`src/xbus_map_pkg.sv`:
```
// ******************************
// Xbus address map
// ******************************

package xbus_map_pkg;

   // Word address width on the bus.
   localparam int unsigned XBUS_ADDR_W = 22;

   // First address above the decoded DRAM window.
   localparam logic [XBUS_ADDR_W-1:0] DRAM_LIMIT = 22'o11000000;

   // I/O page, 8 words.
   localparam logic [XBUS_ADDR_W-1:0] IO_BASE = 22'o17777700;
   localparam int unsigned IO_PAGE_W = 3;

   typedef enum logic [IO_PAGE_W-1:0]
   {
      REG_SCRATCH     = 3'd0,
      REG_XFER_COUNT  = 3'd1,
      REG_ERROR_COUNT = 3'd2
   } io_reg_e;

endpackage

```
`src/xbus_pkg.sv`:
```
// ******************************
// Xbus transaction types
// ******************************

package xbus_pkg;

   // Bus opcode.
   typedef enum logic
   {
      OP_READ  = 1'b0,
      OP_WRITE = 1'b1
   } xbus_op_e;

   // ******************************
   // Request and response words.

   typedef struct packed
   {
      xbus_op_e                               op;
      logic [xbus_map_pkg::XBUS_ADDR_W-1:0]   addr;
      logic [31:0]                            wdata;
   } xbus_req_t;

   typedef struct packed
   {
      logic [31:0]   rdata;
      logic          bus_error;
   } xbus_rsp_t;

   // ******************************
   // Request port states.

   typedef enum logic
   {
      PORT_IDLE = 1'b0,
      PORT_BUSY = 1'b1
   } port_state_e;

endpackage

```
`src/xbus_request_port.sv`:
```
// ******************************
// Xbus request port
// ******************************

`timescale 1ns/1ns

module xbus_request_port
   import xbus_pkg::*;
(
   input  logic        clk,
   input  logic        reset,
   input  logic        host_req,
   input  xbus_req_t   host_cmd,
   input  logic        bus_done,
   output logic        bus_req,
   output xbus_req_t   bus_cmd,
   output logic        busy
);

   port_state_e state;

   // One request at a time; requests while busy are dropped.
   always_ff @(posedge clk)
   begin
      if (reset)
      begin
         state <= PORT_IDLE;
      end
      else
      begin
         case (state)
            PORT_IDLE:
            begin
               if (host_req)
                  state <= PORT_BUSY;
            end
            PORT_BUSY:
            begin
               if (bus_done)
                  state <= PORT_IDLE;
            end
            default:
            begin
               state <= PORT_IDLE;
            end
         endcase
      end
   end

   // Command is held for the whole bus cycle.
   always_ff @(posedge clk)
   begin
      if (state == PORT_IDLE && host_req)
         bus_cmd <= host_cmd;
   end

   assign bus_req = (state == PORT_BUSY);
   assign busy    = bus_req;

endmodule

```
`config.mk`:
```
export PLATFORM = sky130hd
export DESIGN_NAME = xbus_request_port
export DESIGN_NICKNAME = d
export VERILOG_FILES = /design/src/xbus_map_pkg.sv /design/src/xbus_pkg.sv /design/src/xbus_request_port.sv
export SDC_FILE = /design/constraint.sdc
export NUM_CORES = 1
export LEC_CHECK = 0
export ABC_AREA = 1
export BUFFER_PORTS_ARGS = -buffer_cell sky130_fd_sc_hd__buf_2
export CORE_MARGIN = 2
export CORE_UTILIZATION = 40
export DETAILED_ROUTE_END_ITERATION = 10
export GPL_ROUTABILITY_DRIVEN = 0
export GPL_TIMING_DRIVEN = 0
export PLACE_DENSITY = 0.74
export REMOVE_ABC_BUFFERS = 1
export SYNTH_ARGS = -nofsm -noshare
export SYNTH_HDL_FRONTEND = slang
export SYNTH_SLANG_ARGS = --single-unit
```
`constraint.sdc`:
```
create_clock -name clk -period 2.88 [get_ports clk]
set_clock_uncertainty 0.15 [all_clocks]
set_input_delay 0.576 -clock clk [delete_from_list [all_inputs] [get_ports clk]]
set_output_delay 0.576 -clock clk [all_outputs]
set_load 0.03 [all_outputs]
```
==> flow_metrics.tcl <==
set metrics [dict create \
    final_cell_mix "sky130_fd_sc_hd__buf_2, sky130_fd_sc_hd__edfxtp_1, sky130_fd_sc_hd__clkbuf_8, sky130_fd_sc_hd__inv_1" \
    hold_path_class "primary input to flop" \
    power.combinational.fraction 0.124 \
    postSynthRegisterBits 56 \
    post_synth_inst_count 63 \
    layout_worst_path_cycle_share 0.571 \
    initial_core_util 0.421 \
    cts.clk_slew.worst_paths_ns 0.10 \
    relative_contribution_of_sequential_cells_to_total_power 0.567 \
    antenna_violating_nets_post_route 0 \
    antenna_violations_before_repair 0 \
    slew_headroom 0.651 \
    final.hold.worst_slack_ns 0.270 \
    critPathCaptureType "output port" \
    p_int_w 0.00130 \
    synthToLayoutAreaGrowth_pct 45.2 \
    global_route_wire_length_before_repair_um 5460 \
    max-clock-path-buffers 2 \
    list_of_cells_traversed_by_the_critical_path "buf_2" \
    crit-reg2reg-capture "bus_cmd[2]$_DFFE_PP_" \
    grt_start_max_net_pins 32 \
    r2r_setup_slack_ns 1.26 \
    post_cts_setup_buffers 0 \
    ys.warnings.count 0 \
    first_iter_violations 41 \
    dp.final_hpwl_um 2790 \
    vias_in_the_first_global_route 1176 \
    floorplan.rows 23 \
    outcome "complete, no violations" \
    layout_commonest_cell "sky130_fd_sc_hd__buf_2" \
    ir_worst_vdd_mv 0.431 \
    timing.fmax_mhz 608 \
    crit_start "bus_req$_SDFF_PP0_" \
    critical_path.slowest_cell "sky130_fd_sc_hd__dfxtp_1" \
    quantity_of_hold_fixing_buffers_added_after_cts 0 \
    synthesis.area_per_instance_sq_um 27.1 \
    drc_errors 0 \
    worstHoldStart "reset" \
    regToRegStartpoint "bus_req$_SDFF_PP0_" \
    holdPathEnd "bus_req$_SDFF_PP0_" \
    htree_num_levels 2 \
    clock_sink_count 56 \
    synthesis.area_sq_um 1710 \
    detail_route.first_pass.iterations 4 \
    switching_share 0.235 \
    max_cap_violations 0 \
    layout.cell_area.non_filler_sq_um 2480 \
    cts.root.buffer_cell "sky130_fd_sc_hd__clkbuf_8" \
    final_period_minus_worst_setup_slack_ns 1.64 \
    die_y_um 69.4 \
    tritoncts "done" \
    critPathTopFamily "flip-flops" \
    design.die.area_sq_um 4810 \
    signal_arrival_time_at_the_worst_endpoint_ns 0.92 \
    criticalPathCategory "flop to output port" \
    critical_path.startpoint_type "flop" \
    synth_top_cells_by_area "sky130_fd_sc_hd__edfxtp_1, sky130_fd_sc_hd__dfxtp_1, sky130_fd_sc_hd__inv_1" \
    finalSetupViolCount 0 \
    setup_tns_ns 0 \
    crit_buf_inv 1 \
    post_drt_via_cell_ratio 4.44 \
    reg2reg_depth 4 \
    timing.hold.worst_path_depth 2 \
    num_io_pins 116 \
    wl_per_cell_um 15.0 \
    wl_um 3540 \
    die_width_um 69.4 \
    power.share.clock 0.309 \
    grt_use_total 0.155 \
    critical_path_peak_fanout 4 \
    post_cts_resize_count 0 \
    seq_area_frac_synth 0.978 \
    placeable_core_region_sq_um 4060 \
    power_density_normalized_to_cell_area_nw_per_um2 686 \
    rsz0062_at_grt "false" \
    final_max_slew_violation_count 0 \
    cts-buffers-inserted 5 \
    synth_top_area_share 0.966 \
    cp_required_ns 2.15 \
    buffer_ports.inserted 115 \
    timing_hold_violations_final 0 \
    nNetsFinal 244 \
    synthDominantAreaCellType "sky130_fd_sc_hd__edfxtp_1" \
    grt_remaining_overflow 0 \
    dpl_cell_area_sq_um 2360 \
    worst_path_largest_cell_delay_ns 0.39 \
    yosysUniqueCellTypes 7 \
    lkg_pwr_nw 1.08 \
    worst_slew_pin_slew_ns 0.522 \
    share_of_cells_above_drive_strength_1 0.683 \
    antennaDiodeCount 0 \
    clock_latency_ns 0.30 \
    switching_power_w 0.000401 \
    detailroute.via_count 1047 \
]
==> layer usage <==
layer  GRT usage  routed length (um)  vias to the layer above  part of all wire
met5           0                   0                        -                 0
met4      0.0719                  38                        0             0.011
met3       0.102                 494                        2              0.14
met2       0.259                1820                       76              0.51
met1       0.147                1190                      485              0.34
li1            -                   -                      484                 -
==> layout make-up <==
class | instances | area [sq um]
sequential | 56 | 1670
multi-input combinational | 3 | 18.8
tap | 50 | 62.6
inverter | 3 | 11.3
clock inverter | 2 | 38.8
fill | 312 | 1580
timing repair buffer | 116 | 596
clock buffer | 6 | 82.6
==> state kept, by name, summed over array words and instances (netlist names) <==
register	cells
bus_req	1
bus_cmd	55
==> power groups by stage <==
stage	registers, W	clock network (W)	logic, W
after floorplan	0.00109	0	0.0000183
after global placement	0.000985	0	0.000203
after detailed placement	0.000985	0	0.000214
after CTS	0.000967	0.000536	0.000214
after global routing	0.000972	0.000571	0.000223
final	0.000966	0.000526	0.000210
==> cell usage after synthesis (all sizes together) <==
cell,count
dfxtp,1
edfxtp,55
a21oi,1
buf,1
nand2,2
inv,3
==> cells by family after synthesis <==
logic type      synth area share
compound gates           0.00513
buf+inv                   0.0110
flops                      0.978
simple gates             0.00586
==> worst max path at each step <==
stage | to | depth (start not counted) | slack, ns
floorplan | bus_cmd[0]$_DFFE_PP_ | 3 | 0.54
global placement | bus_cmd[30]$_DFFE_PP_ | 3 | 0.27
detailed placement | bus_cmd[41]$_DFFE_PP_ | 4 | 0.99
CTS | busy | 1 | 1.22
global route | bus_cmd[2]$_DFFE_PP_ | 4 | 1.15
finish | busy | 1 | 1.24
==> stage by stage <==
step | utilization | worst slack (ns) | power, W | std cells
2_1_floorplan | - | 0.539 | 0.00111 | 62
3_3_place_gp | 0.577 | 0.265 | 0.00119 | 227
3_5_place_dp | 0.582 | 0.995 | 0.00120 | 228
4_1_cts | 0.611 | 1.22 | 0.00172 | 236
5_1_grt | 0.611 | 1.15 | 0.00177 | 236
6_report | 0.611 | 1.24 | 0.00170 | 236
(Power assumes the default switching activity.)
