==> src/xbus_map_pkg.sv <==
// ******************************
// Xbus address map
// ******************************

package xbus_map_pkg;

   // Word address width on the bus.
   localparam int unsigned XBUS_ADDR_W = 22;

   // First address above the decoded DRAM window.
   localparam logic [XBUS_ADDR_W-1:0] DRAM_LIMIT = 22'o11000000;

   // I/O page, 8 words.
   localparam logic [XBUS_ADDR_W-1:0] IO_BASE = 22'o17777700;
   localparam int unsigned IO_PAGE_W = 3;

   typedef enum logic [IO_PAGE_W-1:0]
   {
      REG_SCRATCH     = 3'd0,
      REG_XFER_COUNT  = 3'd1,
      REG_ERROR_COUNT = 3'd2
   } io_reg_e;

endpackage

==> src/xbus_pkg.sv <==
// ******************************
// Xbus transaction types
// ******************************

package xbus_pkg;

   // Bus opcode.
   typedef enum logic
   {
      OP_READ  = 1'b0,
      OP_WRITE = 1'b1
   } xbus_op_e;

   // ******************************
   // Request and response words.

   typedef struct packed
   {
      xbus_op_e                               op;
      logic [xbus_map_pkg::XBUS_ADDR_W-1:0]   addr;
      logic [31:0]                            wdata;
   } xbus_req_t;

   typedef struct packed
   {
      logic [31:0]   rdata;
      logic          bus_error;
   } xbus_rsp_t;

   // ******************************
   // Request port states.

   typedef enum logic
   {
      PORT_IDLE = 1'b0,
      PORT_BUSY = 1'b1
   } port_state_e;

endpackage

==> src/xbus_io_regs.sv <==
// ******************************
// Xbus I/O register page
// ******************************

`timescale 1ns/1ns

module xbus_io_regs
   import xbus_pkg::*, xbus_map_pkg::*;
(
   input  logic          clk,
   input  logic          reset,
   input  logic          bus_req,
   input  xbus_req_t     bus_cmd,
   input  logic          bus_done,
   input  logic          bus_error,
   output logic          decode,
   output logic          ack,
   output logic [31:0]   rdata
);

   io_reg_e       reg_idx;
   logic          access;
   logic [31:0]   scratch;
   logic [31:0]   xfer_count;
   logic [31:0]   error_count;

   // Page match on the upper address bits.
   assign decode  = (bus_cmd.addr[XBUS_ADDR_W-1:IO_PAGE_W] ==
                     IO_BASE[XBUS_ADDR_W-1:IO_PAGE_W]);
   assign reg_idx = io_reg_e'(bus_cmd.addr[IO_PAGE_W-1:0]);
   assign access  = bus_req & decode & ~ack;

   always_ff @(posedge clk)
   begin
      if (reset)
      begin
         ack         <= 1'b0;
         scratch     <= '0;
         xfer_count  <= '0;
         error_count <= '0;
      end
      else
      begin
         ack <= access;
         if (access && bus_cmd.op == OP_WRITE && reg_idx == REG_SCRATCH)
            scratch <= bus_cmd.wdata;
         // Counters see every bus cycle, not only this page.
         if (bus_done && !bus_error)
            xfer_count <= xfer_count + 32'd1;
         if (bus_done && bus_error)
            error_count <= error_count + 32'd1;
      end
   end

   always_comb
   begin
      case (reg_idx)
         REG_SCRATCH:     rdata = scratch;
         REG_XFER_COUNT:  rdata = xfer_count;
         REG_ERROR_COUNT: rdata = error_count;
         default:         rdata = '0;
      endcase
   end

endmodule

==> config.mk <==
export PLATFORM = sky130hd
export DESIGN_NAME = xbus_io_regs
export DESIGN_NICKNAME = d
export VERILOG_FILES = /design/src/xbus_map_pkg.sv /design/src/xbus_pkg.sv /design/src/xbus_io_regs.sv
export SDC_FILE = /design/constraint.sdc
export NUM_CORES = 1
export LEC_CHECK = 0
export BUFFER_PORTS_ARGS = -buffer_cell sky130_fd_sc_hd__buf_2
export CORE_MARGIN = 5
export CORE_UTILIZATION = 45
export CTS_CLUSTER_DIAMETER = 80
export DETAILED_ROUTE_END_ITERATION = 8
export PLACE_DENSITY = 0.69
export SLEW_MARGIN = 5
export SYNTH_ARGS = -nofsm -noshare
export SYNTH_HDL_FRONTEND = slang
export SYNTH_SLANG_ARGS = --single-unit
export TNS_END_PERCENT = 100
==> constraint.sdc <==
create_clock -name clk -period 2 [get_ports clk]
set_input_delay 0.3 -clock clk [delete_from_list [all_inputs] [get_ports clk]]
set_output_delay 0.3 -clock clk [all_outputs]
set_load 0.005 [all_outputs]
==> results.sh, run 1 <==
export IMPL_post_synth_and_or_nand_nor_area_fraction=0.279
export IMPL_clk_latency_ns=0.34
export IMPL_cts_tree="built"
export IMPL_end_kind="flop"
export IMPL_postSynthAreaPerCell_um2=7.75
export IMPL_antenna_found_initial=0
export IMPL_net_count_final=817
export IMPL_final_setup_skew_ns=0.00711
export IMPL_synth_edff_count=0
export IMPL_critical_path_slowest_cell="sky130_fd_sc_hd__or4_1"
export IMPL_initial_utilization=0.454
export IMPL_worstSetupPathDepth=5
export IMPL_initialDrtViolationCount=464
export IMPL_final_hold_viol_count=0
export IMPL_multiInputGateArea_um2=2990
export IMPL_buffer_ports_inserted=93
export IMPL_vdd_ir_drop_max_mv=0.560
export IMPL_max_cap_violations=0
export IMPL_cp_cell_sequence="nand4_2 > or4_1 > buf_6 > or4_1 > a21oi_2"
export IMPL_cp_data_arrival_time_ns=2.22
export IMPL_worst_slack_ns=0.0480
export IMPL_worst_slew_pin_slew_ns=0.535
export IMPL_synth_top_cells_by_count="sky130_fd_sc_hd__a21oi_1 (107), sky130_fd_sc_hd__dfxtp_1 (97), sky130_fd_sc_hd__nor2_1 (86), sky130_fd_sc_hd__nand3_1 (50), sky130_fd_sc_hd__o21ai_0 (42)"
export IMPL_io_pins=94
export IMPL_finalSetupViolCount=0
export IMPL_layout_drive_gt1_share=0.238
export IMPL_yosys_mux_area_fraction=0.0624
export IMPL_critical_path_reg2reg_endpoint="error_count[26]"
export IMPL_hpwl_um=11200
export IMPL_rsz0062_at_grt="false"
export IMPL_avgViaCountPerCell=6.02
export IMPL_ys_warnings_count=0
export IMPL_drc=0
export IMPL_yosys_cell_types_count=36
export IMPL_main_area_contributors_after_synthesis="sky130_fd_sc_hd__dfxtp_1 (38%), sky130_fd_sc_hd__a21oi_1 (10%), sky130_fd_sc_hd__nor2_1 (6.3%)"
export IMPL_fill_cells=1010
export IMPL_slew_headroom=0.643
export IMPL_htree_num_levels=3
export IMPL_std_cell_rows=39
export IMPL_share_comb_of_total_power=0.053
export IMPL_routed_via_count=5432
export IMPL_crit_top_cell="sky130_fd_sc_hd__or4_1"
export IMPL_final_critical_period_ns=1.95
export IMPL_post_synth_xor_area_fraction=0.0358
export IMPL_synth_adder_area_share=0.00487
export IMPL_first_global_vias=5109
export IMPL_power_frac_seq=0.495
export IMPL_cts_path_max_buffers=2
export IMPL_synthArstFlopShare=0
export IMPL_cp_max_fo=16
export IMPL_tritoncts_num_buffers=9
export IMPL_synth_yosys_seq_area_share=0.378
export IMPL_synth_most_common_cell="sky130_fd_sc_hd__a21oi_1"
export IMPL_min_path_type="in -> reg"
export IMPL_die_height_um=117
export IMPL_register_area_um2=1960
export IMPL_synth_top_area_share=0.378
export IMPL_netlist_area_um2=5140
export IMPL_achievable_frequency_mhz=512
export IMPL_timing_worst_setup_path_type="reg -> reg"
export IMPL_timing_critical_path_max_delay_family="simple AND/OR/NAND/NOR gates"
export IMPL_worst_hold_path_endpoint="scratch[22]"
export IMPL_fin_util=0.561
export IMPL_critPathRequiredTime_ns=2.27
export IMPL_postPlaceCellArea_um2=5970
export IMPL_synth_cells=663
export IMPL_clockRootBuffer="sky130_fd_sc_hd__clkbuf_16"
export IMPL_pre_antenna_drt_iters=6
export IMPL_power_total_uw=3930
export IMPL_critical_path_n_buffers_inverters=1
export IMPL_grt_first_pass_wirelength_um=24700
export IMPL_slowest_delay_ns=0.52
export IMPL_wl_per_cell_um=16.7
export IMPL_pwr_density_cell_nw_per_um2=619
export IMPL_core_region_area_um2=11300
export IMPL_antenna_left=0
export IMPL_postSynth_topFlopCell="sky130_fd_sc_hd__dfxtp_1"
export IMPL_routabilityCongestion=0.873
export IMPL_power_leakage_uw=0.00230
export IMPL_clockPowerShare=0.452
export IMPL_holdPathStages=3
export IMPL_detailedPlace_worstSlack_ns=-0.240
export IMPL_die_width_um=117
export IMPL_outcome="completed"
export IMPL_clock_sinks=97
export IMPL_power_net_switching_uw=892
export IMPL_share_of_the_synthesized_area_in_compound_gates_ao_oa_aoi_oai=0.189
export IMPL_grt_usage=0.223
export IMPL_timing_reg2reg_setup_slack_ns=0.05
export IMPL_slew_viol_final=0
export IMPL_synth_top_cell_by_area="sky130_fd_sc_hd__dfxtp_1"
export IMPL_layout_worst_path_cycle_share=0.976
export IMPL_totalWireLength_um=15100
export IMPL_worst_hold_startpoint="bus_cmd[22]"
export IMPL_switching_share=0.227
export IMPL_largest_family_of_logic_cells_by_synthesized_area="simple AND/OR/NAND/NOR gates"
export IMPL_internal_power_uw=3040
export IMPL_area_growth_synth_to_final_pct=23.6
export IMPL_synth_seq_cells=97
export IMPL_die_area_um2=13700
export IMPL_final_cell_area_excluding_filler_cells_um2=6350
export IMPL_launching_element_type_of_the_critical_path="flop"
export IMPL_synthesis_nets=725
export IMPL_n_antenna_cell=0
export IMPL_pin_count_of_the_biggest_net_entering_global_routing=42
export IMPL_worst_r2r_startpoint="error_count[22]"
export IMPL_clkSlewWorstSetupHoldPaths_ns=0.07
export IMPL_globalRoute_totalOverflow=0
export IMPL_r2r_worst_path_cells=5
[worst register-to-register path, delay by kind of cell, from the launching register on]
kind	cells	cell delay, ns
AO/OA/AOI/OAI	1	0.19
buffers and inverters	1	0.18
flip-flops	1	0.37
AND/OR/NAND/NOR	3	1.16
[final cells by class]
cell class,count,area share
Clock buffer,11,0.0382
Clock inverter,5,0.00986
Inverter,9,0.00532
Multi-Input combinational cell,501,0.471
Sequential cell,97,0.308
Tap cell,143,0.0282
Timing Repair Buffer,137,0.139
[cells by family after synthesis]
kind of cell / count (synthesis)
AND/OR/NAND/NOR: 266
AO/OA/AOI/OAI: 180
flip-flops: 97
buffers and inverters: 65
multiplexers: 32
XOR/XNOR: 21
adder cells (fa/ha/maj): 2
[flip-flops by register name, indices dropped and copies added (netlist names)]
register,cells
scratch,32
xfer_count,32
ack,1
error_count,32
[worst max-delay path by stage]
stage | start | end | slack, ns
CTS | error_count[12] | error_count[21] | -0.009
floorplan | bus_cmd[32] | scratch[10] | 0.007
detailed placement | bus_cmd[33] | scratch[18] | -0.24
finish | error_count[22] | error_count[26] | 0.05
global placement | bus_cmd[33] | scratch[18] | -0.19
global route | bus_cmd[33] | scratch[24] | 0.0002
[metal layers]
metal	global-route usage	vias up	part of all wire
li1	-	2610	-
met3	0.0303	14	0.073
met4	0.0673	0	0.012
met5	0	-	0
met2	0.350	206	0.46
met1	0.319	2602	0.45
[timing repair]
item / in CTS / in global routing
buffers inserted: 1 / 1
gates resized for setup: 5 / 20
endpoints found under the setup margin: 6 / 17
hold buffers: 0 / 0
hold endpoints to repair: 0 / 0
pin swaps: 1 / 5
[stage by stage]
| stage | setup TNS (ns) | instances | hold WS [ns] |
|---|---|---|---|
| after floorplan | 0 | 663 | 0.449 |
| after global placement | -5.20 | 886 | 0.459 |
| after detailed placement | -6.61 | 886 | 0.475 |
| after CTS | -0.00854 | 903 | 0.203 |
| after global routing | 0 | 903 | 0.212 |
| final | 0 | 903 | 0.212 |
[cell usage in the layout (no fill, tap or decap), drive strengths merged, types with 3 or more instances in the layout]
cell	Yosys	routed
a21oi	107	107
and4	10	10
buf	13	137
clkbuf	43	11
dfxtp	97	97
inv	9	11
mux2i	32	32
nand2	22	22
nand3	51	51
nand4	24	24
nor2	86	86
nor3	7	7
nor4	4	4
o21ai	45	45
o31ai	28	28
or2	3	3
or3	13	13
or4	37	37
xnor2	12	12
xor2	9	9
[power by group through the flow]
stage	logic [uW]	registers, uW	clock network [uW]
6_report	209	1940	1780
5_1_grt	228	1940	1880
4_1_cts	208	1940	1790
3_5_place_dp	206	1990	0
3_3_place_gp	202	1990	0
2_1_floorplan	104	1990	0
(Power assumes the default switching activity.)
==> run 2: changes to the inputs <==
- CORE_UTILIZATION: 45 -> 51
- PLACE_DENSITY: 0.69 -> 0.77
==> run 2 against run 1 <==
Net effect:
- wire length fell by 2.9%
- clock power fell by 23%
- clock skew rose by 0.0015 ns
- global-route usage rose by 2.2 points
- total power fell by 10%
- die area fell by 11%
- fmax fell by 1.2%
- sequential share of layout area rose by 0.60 points
- critical path type unchanged
- largest cell class unchanged
==> results.sh, run 2 (synthesis gave the netlist of run 1 again) <==
export IMPL_layout_worst_path_cycle_share=0.988
export IMPL_outcome="completed"
export IMPL_n_antenna_cell=0
export IMPL_power_net_switching_uw=850
export IMPL_layout_common_cells="sky130_fd_sc_hd__a21oi_1 (106), sky130_fd_sc_hd__buf_2 (93), sky130_fd_sc_hd__dfxtp_1 (87), sky130_fd_sc_hd__nor2_1 (86), sky130_fd_sc_hd__nand3_1 (50)"
export IMPL_share_comb_of_total_power=0.061
export IMPL_routabilityCongestion=0.906
export IMPL_area_growth_synth_to_final_pct=21.0
export IMPL_hpwl_um=10600
export IMPL_worst_slew_pin_slew_ns=0.410
export IMPL_final_critical_period_ns=1.98
export IMPL_reg_largest_list="error_count: 32 flops, scratch: 32 flops, xfer_count: 32 flops"
export IMPL_clockPowerShare=0.388
export IMPL_totalWireLength_um=14700
export IMPL_grt_usage=0.245
export IMPL_cp_data_arrival_time_ns=2.28
export IMPL_clock_sinks=97
export IMPL_internal_power_uw=2680
export IMPL_pin_count_of_the_biggest_net_entering_global_routing=90
export IMPL_clk_latency_ns=0.37
export IMPL_cts_path_max_buffers=2
export IMPL_final_hold_viol_count=0
export IMPL_htree_num_levels=3
export IMPL_avgViaCountPerCell=5.99
export IMPL_postPlaceCellArea_um2=5940
export IMPL_first_global_vias=5078
export IMPL_rsz0062_at_grt="true"
export IMPL_std_cell_rows=36
export IMPL_switching_share=0.241
export IMPL_min_path_type="in -> reg"
export IMPL_pwr_density_cell_nw_per_um2=567
export IMPL_detailedPlace_worstSlack_ns=-0.143
export IMPL_worst_slack_ns=0.0247
export IMPL_power_frac_seq=0.550
export IMPL_die_height_um=110
export IMPL_end_kind="flop"
export IMPL_fill_cells=868
export IMPL_final_cell_area_excluding_filler_cells_um2=6220
export IMPL_timing_worst_setup_path_type="reg -> reg"
export IMPL_die_area_um2=12200
export IMPL_max_cap_violations=0
export IMPL_clockRootBuffer="sky130_fd_sc_hd__clkbuf_8"
export IMPL_die_width_um=110
export IMPL_vdd_ir_drop_max_mv=0.373
export IMPL_pre_antenna_drt_iters=5
export IMPL_slew_viol_final=0
export IMPL_critPathRequiredTime_ns=2.31
export IMPL_cp_max_fo=7
export IMPL_tritoncts_num_buffers=9
export IMPL_net_count_final=820
export IMPL_initialDrtViolationCount=404
export IMPL_achievable_frequency_mhz=506
export IMPL_cts_tree="built"
export IMPL_clkSlewWorstSetupHoldPaths_ns=0.10
export IMPL_drc=0
export IMPL_antenna_found_initial=0
export IMPL_core_region_area_um2=9820
export IMPL_finalSetupViolCount=0
export IMPL_leading_cell_type_in_the_layout_fill_and_taps_excluded="sky130_fd_sc_hd__a21oi_1"
export IMPL_buffer_ports_inserted=93
export IMPL_postCtsHoldBufs=0
export IMPL_slew_headroom=0.726
export IMPL_final_setup_skew_ns=0.00862
export IMPL_power_leakage_uw=0.00225
export IMPL_globalRoute_totalOverflow=0
export IMPL_launching_element_type_of_the_critical_path="flop"
export IMPL_layout_drive_gt1_share=0.233
export IMPL_antenna_left=0
export IMPL_grt_first_pass_wirelength_um=23800
export IMPL_wl_per_cell_um=16.4
export IMPL_initial_utilization=0.523
export IMPL_io_pins=94
export IMPL_routed_via_count=5371
run 2: cell types whose count changed in the layout (fill, tap and decap cells not counted), moves of 2 or more:
cell / before / now
sky130_fd_sc_hd__dfxtp_1: 85 / 87
sky130_fd_sc_hd__buf_4: 35 / 40
sky130_fd_sc_hd__clkbuf_16: 9 / 0
sky130_fd_sc_hd__or4_1: 31 / 34
sky130_fd_sc_hd__clkbuf_8: 1 / 11
sky130_fd_sc_hd__or4_4: 6 / 3
sky130_fd_sc_hd__dfxtp_2: 12 / 10
run 2: metal layers:
metal	routed length, um	vias to the layer above	global-route usage	share of wire
met5	0	-	0	0
met3	1150	20	0.0367	0.078
met4	275	0	0.0756	0.019
met2	6710	207	0.391	0.46
met1	6540	2537	0.342	0.45
li1	-	2607	-	-
run 2: timing repair:
item | CTS | global route
pin swaps | 1 | 4
setup buffers | 0 | 4
gates resized for setup | 2 | 13
setup endpoints to repair | 2 | 21
run 2: power groups by stage:
stage,sequential [uW],combinational (uW),clock (uW)
after global routing,1940,232,1460
after global placement,1990,207,0
after detailed placement,1990,212,0
after floorplan,1990,104,0
final,1940,217,1370
after CTS,1940,214,1380
run 2: stage by stage:
| step | hold slack, ns | TNS [ns] | util | cells | total power [uW] |
|---|---|---|---|---|---|
| finish | 0.170 | 0 | 0.633 | 896 | 3530 |
| global route | 0.174 | -0.0660 | 0.633 | 896 | 3630 |
| CTS | 0.164 | 0 | 0.627 | 892 | 3530 |
| detailed placement | 0.472 | -3.03 | 0.605 | 876 | 2200 |
| global placement | 0.459 | -1.94 | 0.605 | 876 | 2190 |
| floorplan | 0.449 | 0 | - | 663 | 2090 |
run 2: worst paths after layout:
check	startpoint	end	slack, ns	depth (start not counted)
hold / removal	bus_cmd[4]	scratch[4]	0.17	3
hold reg to reg	scratch[6]	scratch[6]	0.49	2
setup / recovery	error_count[11]	error_count[18]	0.02	6
setup reg to reg	error_count[11]	error_count[18]	0.02	6
run 2: critical path, stage by stage, from the launching register on:
cell,delay (ns)
sky130_fd_sc_hd__dfxtp_2,0.35
sky130_fd_sc_hd__nand4_1,0.19
sky130_fd_sc_hd__buf_4,0.20
sky130_fd_sc_hd__or4_4,0.54
sky130_fd_sc_hd__buf_4,0.17
sky130_fd_sc_hd__or3_1,0.31
sky130_fd_sc_hd__a21oi_1,0.15
run 2: cell type report:
cell class / count / area (um^2) / area share
Clock inverter: 5 / 62.6 / 0.0101
Inverter: 9 / 33.8 / 0.00543
Sequential cell: 97 / 1950 / 0.314
Timing Repair Buffer: 140 / 888 / 0.143
Multi-Input combinational cell: 501 / 2960 / 0.476
Tap cell: 133 / 166 / 0.0268
Clock buffer: 11 / 151 / 0.0244
