--- src/xbus_map_pkg.sv ---
// ******************************
// Xbus address map
// ******************************

package xbus_map_pkg;

   // Word address width on the bus.
   localparam int unsigned XBUS_ADDR_W = 22;

   // First address above the decoded DRAM window.
   localparam logic [XBUS_ADDR_W-1:0] DRAM_LIMIT = 22'o11000000;

   // I/O page, 8 words.
   localparam logic [XBUS_ADDR_W-1:0] IO_BASE = 22'o17777700;
   localparam int unsigned IO_PAGE_W = 3;

   typedef enum logic [IO_PAGE_W-1:0]
   {
      REG_SCRATCH     = 3'd0,
      REG_XFER_COUNT  = 3'd1,
      REG_ERROR_COUNT = 3'd2
   } io_reg_e;

endpackage

--- src/xbus_pkg.sv ---
// ******************************
// Xbus transaction types
// ******************************

package xbus_pkg;

   // Bus opcode.
   typedef enum logic
   {
      OP_READ  = 1'b0,
      OP_WRITE = 1'b1
   } xbus_op_e;

   // ******************************
   // Request and response words.

   typedef struct packed
   {
      xbus_op_e                               op;
      logic [xbus_map_pkg::XBUS_ADDR_W-1:0]   addr;
      logic [31:0]                            wdata;
   } xbus_req_t;

   typedef struct packed
   {
      logic [31:0]   rdata;
      logic          bus_error;
   } xbus_rsp_t;

   // ******************************
   // Request port states.

   typedef enum logic
   {
      PORT_IDLE = 1'b0,
      PORT_BUSY = 1'b1
   } port_state_e;

endpackage

--- src/xbus_response.sv ---
// ******************************
// Xbus response and watchdog
// ******************************

`timescale 1ns/1ns

module xbus_response
   import xbus_pkg::*;
#(
   parameter int TIMEOUT_CYCLES = 16
)
(
   input  logic          clk,
   input  logic          reset,
   input  logic          bus_req,
   input  logic          ram_decode,
   input  logic          ram_ack,
   input  logic          io_decode,
   input  logic          io_ack,
   input  logic [31:0]   ram_rdata,
   input  logic [31:0]   io_rdata,
   output logic          bus_done,
   output logic          bus_error,
   output logic          done,
   output xbus_rsp_t     result
);

   localparam int WD_W = $clog2(TIMEOUT_CYCLES + 1);

   logic [WD_W-1:0]   wd_count;
   logic              no_decode;
   logic              wd_expire;
   logic [31:0]       merged_rdata;

   // ******************************
   // Watchdog for undecoded addresses.

   assign no_decode = ~ram_decode & ~io_decode;

   always_ff @(posedge clk)
   begin
      if (reset || !bus_req || bus_done)
         wd_count <= '0;
      else if (no_decode)
         wd_count <= wd_count + 1'b1;
   end

   assign wd_expire = bus_req & no_decode & (wd_count == WD_W'(TIMEOUT_CYCLES));

   // ******************************
   // Merge and register.

   assign bus_done  = ram_ack | io_ack | wd_expire;
   assign bus_error = wd_expire;

   // Timeout falls through to all ones.
   assign merged_rdata = ram_ack ? ram_rdata :
                         io_ack  ? io_rdata  : '1;

   always_ff @(posedge clk)
   begin
      if (reset)
         done <= 1'b0;
      else
         done <= bus_done;
   end

   always_ff @(posedge clk)
   begin
      if (bus_done)
         result <= '{rdata: merged_rdata, bus_error: bus_error};
   end

endmodule

--- config.mk ---
export PLATFORM = sky130hd
export DESIGN_NAME = xbus_response
export DESIGN_NICKNAME = d
export VERILOG_FILES = /design/src/xbus_map_pkg.sv /design/src/xbus_pkg.sv /design/src/xbus_response.sv
export SDC_FILE = /design/constraint.sdc
export NUM_CORES = 1
export LEC_CHECK = 0
export ABC_AREA = 1
export BUFFER_PORTS_ARGS = -buffer_cell sky130_fd_sc_hd__buf_2
export CORE_MARGIN = 10
export CORE_UTILIZATION = 35
export CTS_CLUSTER_SIZE = 8
export DETAILED_ROUTE_END_ITERATION = 16
export GPL_TIMING_DRIVEN = 1
export PLACE_DENSITY = 0.78
export SLEW_MARGIN = 30
export SYNTH_ARGS = -nofsm -noshare
export SYNTH_HDL_FRONTEND = slang
export SYNTH_SLANG_ARGS = --single-unit
export TNS_END_PERCENT = 20
--- constraint.sdc ---
create_clock -name clk -period 2.3 [get_ports clk]
set_clock_uncertainty 0.1 [all_clocks]
set_input_delay 0.345 -clock clk [delete_from_list [all_inputs] [get_ports clk]]
set_output_delay 0.345 -clock clk [all_outputs]
set_load 0.005 [all_outputs]
==> results of run 1 <==
==> power by group through the flow <==
stage	registers, mW	logic, mW	clock network [mW]
finish	0.839	0.228	0.540
CTS	0.840	0.233	0.556
floorplan	0.865	0.0876	0
global placement	0.853	0.227	0
global route	0.844	0.256	0.588
detailed placement	0.855	0.232	0
==> synth_stat cells (all sizes together) <==
cell type	instances
buf	10
nand4	1
ha	2
o21ai	32
inv	12
dfxtp	6
nor2	12
edfxtp	33
xor2	2
nand2	77
a21oi	2
nand3	3
==> final cells by class <==
type | count | area, sq um
fillers | 497 | 2560
flip-flops and latches | 39 | 1110
multi-input cells | 131 | 623
repair buffers | 111 | 568
well taps | 70 | 87.6
clock buffers | 5 | 68.8
inverters | 12 | 45.0
clock inverters | 3 | 38.8
==> placed cells by master, fill, tap and decap left out, drive strengths merged <==
master and n:
nand2 77, buf 111, nor2 12, clkinv 2, xor2 2, edfxtp 33
nand4 1, nand3 3, a21oi 2, inv 12, o21ai 32, clkbuf 5
ha 2, bufinv 1, dfxtp 6
==> flip-flops by register name, summed over array words and instances, names as in the netlist <==
name / cells
result: 33
done: 1
wd_count: 5
==> per-layer routing <==
layer | up-vias | global-route usage, %
li1 | 844 | -
met4 | 0 | 4.11
met1 | 732 | 11.1
met3 | 7 | 5.81
met5 | - | 0
met2 | 80 | 20.8
==> path summary, 6_finish.rpt <==
check	end	cells after the start	startpoint
worst max-delay path	bus_done	7	wd_count[0]$_SDFFE_PP0N_
worst min-delay path	done$_SDFF_PP0_	2	reset
worst max register to register	result[27]$_DFFE_PP_	7	wd_count[0]$_SDFFE_PP0N_
worst min register to register	wd_count[4]$_SDFFE_PP0N_	4	wd_count[4]$_SDFFE_PP0N_
==> cells by family (layout without fill, tap and decap cells) <==
group,after synthesis,count (layout),synth area share [%]
adders and majority gates,2,2,1.35
AOI/OAI and AO/OA,34,34,9.20
xor gates and xnor gates,2,2,0.947
buffers and inverters,22,131,6.29
DFF,39,39,60.0
and+or+nand+nor,93,93,22.2
==> out/metrics.yaml, run 1 <==
slew_viol_final: 0
finalInstanceArea_sq_mm: 0.00254
arrival_ps: 1540
drt_pass1_iterations: 6
placedInstanceArea_sq_mm: 0.00243
p_leak_nw: 1.23
die_y_um: 92.7
rsz0062_at_grt: "false"
grt_pass1_wl_um: 7910
max_freq_ghz: 0.503
final-setup-viol-count: 0
p_int_mw: 1.25
wl_met1_um: 2000
yosysTopAreaCellShare_pct: 53.5
power.switching_mw: 0.357
cpMaxStageDelayCell: "dfxtp_1"
place_ws_ps: 519
worst_pin_slew_ps: 485
cts_tree: "yes"
root_buffer: "clkbuf_8"
crit_family: "simple AND/OR/NAND/NOR gates"
cp_max_fo: 8
grt_pass1_vias: 1689
status: "completed"
routedWlPerCell_um: 14.1
start_util_pct: 36.2
relSlewSlack_pct: 67.6
clock_power_share_pct: 33.6
switching_share_pct: 22.2
place_inst: 363
clkSinkCount: 39
netlist-cell-type-count: 21
top_layer_used: "met4"
ys_ff_latch: 39
clockBufferDepth: 2
reg2reg_setup_slack_ps: 550
io_pins: 107
rows: 26
hp-class: "in -> reg"
post_cts_buffers: 0
grt_use_total_pct: 11.5
hpwlAfterDp_um: 4170
fin_crit_ps: 1990
ys_top_cells_by_area: "edfxtp_1 54%, nand2_1 15%, dfxtp_1 6.5%"
drv_cap: 0
synth_area_sq_mm: 0.00185
p_seq_share_pct: 52.2
area_delta_synth_final_pct: 37.4
critPathRequiredTime_ps: 1860
combPwrFrac_pct: 14.2
power_mw: 1.61
cp-end-kind: "primary output"
port_buffers: 106
hold_viol: 0
power.density_mw_per_mm2: 632
num_vias: 1663
utilization_pct: 49.8
via_per_inst: 4.48
die_w_um: 92.7
drcViolationCount: 0
cts-htree-levels: 2
path_clk_slew_ps: 70
start_kind: "flop"
irDropWorstVdd_mv: 0.227
critPathKind: "reg -> out"
ys_seq_area_share_pct: 60.0
cts_hold_buf: 0
drive_gt1_share_pct: 43.9
fin_crit_sh_pct: 86.5
gp_congestion: 0.746
antenna_found_initial: 0
drt.antenna.violating_nets: 0
wirelength_um: 5220
synthCells: 192
fin_nets: 373
worst_hold_slack_ps: 127
synth_largest_area_cell: "edfxtp_1"
cts_resized: 0
tns_ps: 0
crit_top_cell: "nand2_1"
stdcell_count: 371
setup_ws_ps: 311
wl_met3_um: 515
grt_max_degree: 33
cp_cell_sequence: "inv_1 > ha_1 > nand2_1 > nor2_2 > nand2_4 > nand2_1 > buf_2"
ys_warn_count: 0
core-area_sq_mm: 0.00511
grt-ovfl-total: 0
cts_made_buffers: 5
max_stage_delay_ps: 310
dr_wl_met2_um: 2640
die_area_sq_mm: 0.00860
diodes: 0
cp_num_buf_inv: 2
drtIter0Drc: 84
synth.avg_cell_area_sq_um: 9.64
clock_latency_ps: 280
syn_nets: 265
Power figures use the tool's default switching activity.
==> run 2, diff against run 1 <==
Settings changed: MAX_ROUTING_LAYER set to met4.
==> run 2 against run 1 <==
Against the previous run: count of clock-buffer cells in the layout stayed put; worst setup slack worse by 0.69 ps; global-route usage is 0.37 points higher; core utilization stayed put; final area stayed put; clock power hardly changed; die area stayed put; hold slack better by 2.5 ps; critical path type unchanged; critical endpoint unchanged.
==> out/metrics.yaml, run 2 (synthesis results as in run 1) <==
status: "completed"
tns_ps: 0
reg2reg_setup_slack_ps: 540
critPathLaunch: "wd_count[0]$_SDFFE_PP0N_"
die_y_um: 92.7
arrival_ps: 1540
cts_tree: "yes"
fin_crit_ps: 1990
hp-class: "in -> reg"
diodes: 0
irDropWorstVdd_mv: 0.227
grt-ovfl-total: 0
critPathCapture: "bus_done"
placedInstanceArea_sq_mm: 0.00243
grt_max_degree: 33
grt_pass1_wl_um: 7880
power_mw: 1.61
finalInstanceArea_sq_mm: 0.00254
routedWlPerCell_um: 14.1
cts_made_buffers: 5
grt_pass1_vias: 1703
clockBufferDepth: 2
drtIter0Drc: 73
layout_commonest_cell: "buf_2"
top_register: "result"
antenna_found_initial: 0
final_cell_mix: "106 x buf_2, 75 x nand2_1, 33 x edfxtp_1, 22 x o21ai_0"
drcViolationCount: 0
io_pins: 107
r2r-start: "wd_count[0]$_SDFFE_PP0N_"
cts_hold_buf: 0
cts_resized: 0
worst_pin_slew_ps: 484
core-area_sq_mm: 0.00511
p_leak_nw: 1.23
relSlewSlack_pct: 67.7
max_freq_ghz: 0.503
wirelength_um: 5240
start_kind: "flop"
hold_viol: 0
largest_reg_flops: 33
clock_latency_ps: 280
rsz0062_at_grt: "false"
cp_max_fo: 8
num_vias: 1648
final-setup-viol-count: 0
power.density_mw_per_mm2: 632
gp_congestion: 0.756
root_buffer: "clkbuf_8"
clkSinkCount: 39
die_w_um: 92.7
post_cts_buffers: 0
grt_use_total_pct: 11.9
cts-htree-levels: 2
worstRegToRegCells: 7
die_area_sq_mm: 0.00860
rows: 26
hpwlAfterDp_um: 4170
top_regs: "result x33, wd_count x5, done x1"
drv_cap: 0
fin_crit_sh_pct: 86.5
critPathKind: "reg -> out"
critPathRequiredTime_ps: 1860
fin_nets: 373
drt.antenna.violating_nets: 0
drive_gt1_share_pct: 43.9
start_util_pct: 36.2
via_per_inst: 4.44
drt_pass1_iterations: 6
path_clk_slew_ps: 70
slew_viol_final: 0
area_delta_synth_final_pct: 37.4
cp-end-kind: "primary output"
port_buffers: 106
r2r-end: "result[27]$_DFFE_PP_"
worst_hold_slack_ps: 129
[run 2: cell counts in the layout (fill, tap and decap cells not counted)]
Identical to the previous run, type by type.
[run 2: cell type report]
| cell class | count | area (sq um) |
|---|---|---|
| fillers | 497 | 2560 |
| clock buffers | 5 | 68.8 |
| flip-flops and latches | 39 | 1110 |
| well taps | 70 | 87.6 |
| repair buffers | 111 | 568 |
| multi-input cells | 131 | 623 |
| inverters | 12 | 45.0 |
| clock inverters | 3 | 38.8 |
[run 2: through the flow]
| step | cells | setup slack, ps | util (%) |
|---|---|---|---|
| after detailed placement | 363 | 519 | 47.7 |
| after global placement | 363 | 542 | 47.7 |
| after floorplan | 192 | 258 | - |
| after global routing | 371 | 161 | 49.8 |
| after CTS | 371 | 255 | 49.8 |
| final | 371 | 310 | 49.8 |
[run 2: worst min path at each step]
| stage | endpoint | slack (ps) | depth (start not counted) | from |
|---|---|---|---|---|
| 2_1_floorplan | done$_SDFF_PP0_ | 310 | 1 | reset |
| 3_3_place_gp | done$_SDFF_PP0_ | 430 | 2 | reset |
| 3_5_place_dp | done$_SDFF_PP0_ | 430 | 2 | reset |
| 4_1_cts | done$_SDFF_PP0_ | 120 | 2 | reset |
| 5_1_grt | done$_SDFF_PP0_ | 120 | 2 | reset |
| 6_report | done$_SDFF_PP0_ | 130 | 2 | reset |
[run 2: worst max-delay path: stages (launching register included)]
cell	delay, ps
dfxtp_1	310
inv_1	100
ha_1	150
nand2_1	50
nor2_2	140
nand2_4	80
nand2_1	240
buf_2	190
[run 2: metal layers]
layer	part of all wire [%]	global-route usage, %
met5	0	-
met4	1.4	4.11
met3	7.9	5.33
met2	50	20.8
met1	40	11.5
[run 2: power breakdown]
part	total, mW	leakage [nW]	switching [mW]	internal [mW]
logic	0.228	0.796	0.123	0.106
clock network	0.539	0.0556	0.222	0.317
registers	0.839	0.382	0.0113	0.828
total	1.61	1.23	0.356	1.25
==> run 3, diff against run 2 <==
Settings changed: BUFFER_PORTS_ARGS -buffer_cell sky130_fd_sc_hd__buf_2 to -buffer_cell sky130_fd_sc_hd__clkbuf_2.
==> run 3 against run 2 <==
Against the previous run: final cell count unchanged; count of clock-buffer cells in the layout increased by 2; fmax decreased by 0.73%; largest cell class unchanged; hold slack got worse by 5.5 ps; register-to-register slack improved by 60 ps; non-clock buffer count unchanged; critical path depth unchanged; final area decreased by 0.44%; critical path type unchanged; highest routed layer unchanged; core utilization decreased by 0.22 points; worst setup slack got worse by 15 ps; die area unchanged.
==> out/metrics.yaml, run 3 (synthesis results as in run 1) <==
status: "completed"
cp_num_buf_inv: 2
cts_tree: "yes"
fill_cells: 493
clock_latency_ps: 280
cp_cell_sequence: "inv_1 > ha_1 > nand2_1 > nor2_2 > nand2_4 > nand2_2 > clkbuf_2"
power_mw: 1.49
critPathRequiredTime_ps: 1860
worstRegToRegCells: 7
cpMaxStageDelayCell: "dfxtp_1"
top_regs: "result x33, wd_count x5, done x1"
reg2reg_setup_slack_ps: 600
rsz0062_at_grt: "false"
p_leak_nw: 1.25
root_buffer: "clkbuf_8"
start_util_pct: 36.2
port_buffers: 106
slew_viol_final: 0
fin_crit_ps: 2000
wl_met1_um: 1990
diodes: 0
grt-ovfl-total: 0
top_register: "result"
fin_crit_sh_pct: 87.2
power.density_mw_per_mm2: 591
routedWlPerCell_um: 14.1
num_vias: 1666
core-area_sq_mm: 0.00511
clock_power_share_pct: 28.3
wirelength_um: 5230
hpwlAfterDp_um: 4180
via_per_inst: 4.49
critPathLaunch: "wd_count[0]$_SDFFE_PP0N_"
antenna_found_initial: 0
p_int_mw: 1.15
clockBufferDepth: 2
dr_wl_met2_um: 2750
setup_ws_ps: 295
cts-htree-levels: 2
combPwrFrac_pct: 15.4
rows: 26
seqCellArea_sq_mm: 0.00111
r2r-end: "result[18]$_DFFE_PP_"
switching_share_pct: 23.2
grt_use_total_pct: 12.3
cts_made_buffers: 5
die_w_um: 92.7
multiInputGateArea_sq_um: 626
worst_hold_slack_ps: 124
cts_hold_buf: 0
post_cts_buffers: 0
max_freq_ghz: 0.499
place_ws_ps: 409
top_layer_used: "met4"
die_y_um: 92.7
clkSinkCount: 39
drt_pass1_iterations: 4
fin_nets: 373
final-setup-viol-count: 0
die_area_sq_mm: 0.00860
wl_met3_um: 427
grt_pass1_vias: 1718
drcViolationCount: 0
path_clk_slew_ps: 70
critPathCapture: "bus_done"
drive_gt1_share_pct: 43.9
cp_max_fo: 10
grt_pass1_wl_um: 8210
start_kind: "flop"
area_delta_synth_final_pct: 36.8
grt_max_degree: 34
hold_viol: 0
io_pins: 107
hp-class: "in -> reg"
path_depth: 7
gp_congestion: 0.765
relSlewSlack_pct: 66.1
critPathKind: "reg -> out"
irDropWorstVdd_mv: 0.265
arrival_ps: 1560
crit_family: "simple AND/OR/NAND/NOR gates"
r2r-start: "wd_count[0]$_SDFFE_PP0N_"
drt.antenna.violating_nets: 0
p_seq_share_pct: 56.3
tns_ps: 0
finalInstanceArea_sq_mm: 0.00253
drtIter0Drc: 58
placedInstanceArea_sq_mm: 0.00245
final_cell_mix: "106 x clkbuf_2, 74 x nand2_1, 33 x edfxtp_1, 22 x o21ai_0"
max_stage_delay_ps: 320
cp-end-kind: "primary output"
layout_commonest_cell: "clkbuf_2"
worst_pin_slew_ps: 508
largest_reg_flops: 33
power.switching_mw: 0.346
drv_cap: 0
-- run 3: cell count changes in the layout (fill, tap and decap cells not counted), sizes merged --
cell and change:
clkinv -1, clkbuf +108, bufinv -1, buf -106
-- run 3: final cells by class --
cell class	instances	share of cell area, %
timing repair buffer	111	22.9
clock buffer	7	3.02
tap	70	3.46
inverter	12	1.78
sequential	39	43.9
multi-input combinational	131	24.7
clock inverter	1	0.198
-- run 3: power groups by stage --
stage / Clock (mW) / Combinational, mW / Sequential (mW)
2_1_floorplan: 0 / 0.0876 / 0.865
3_3_place_gp: 0 / 0.228 / 0.856
3_5_place_dp: 0 / 0.234 / 0.858
4_1_cts: 0.442 / 0.235 / 0.843
5_1_grt: 0.466 / 0.260 / 0.846
6_report: 0.423 / 0.230 / 0.842
-- run 3: worst min-delay path by stage --
stage,from,to,slack (ps),cells past startpoint
2_1_floorplan,reset,done$_SDFF_PP0_,310,1
3_3_place_gp,reset,done$_SDFF_PP0_,430,2
3_5_place_dp,reset,done$_SDFF_PP0_,420,2
4_1_cts,reset,done$_SDFF_PP0_,110,2
5_1_grt,reset,done$_SDFF_PP0_,120,2
6_report,reset,done$_SDFF_PP0_,120,2
-- run 3: timing repair --
action	4_1_cts	5_1_grt
setup endpoints to repair	0	1
endpoints found under the hold margin	0	0
gates resized for setup	0	1
-- run 3: per-stage QoR --
step,instances,util [%]
finish,371,49.6
global route,371,49.6
floorplan,192,-
CTS,371,49.5
global placement,363,47.9
detailed placement,363,47.9
-- run 3: metal layers --
| layer | up-vias | GRT usage [%] |
|---|---|---|
| met4 | 0 | 3.98 |
| met2 | 70 | 22.1 |
| met3 | 7 | 5.17 |
| met5 | - | - |
| li1 | 845 | - |
| met1 | 744 | 11.7 |
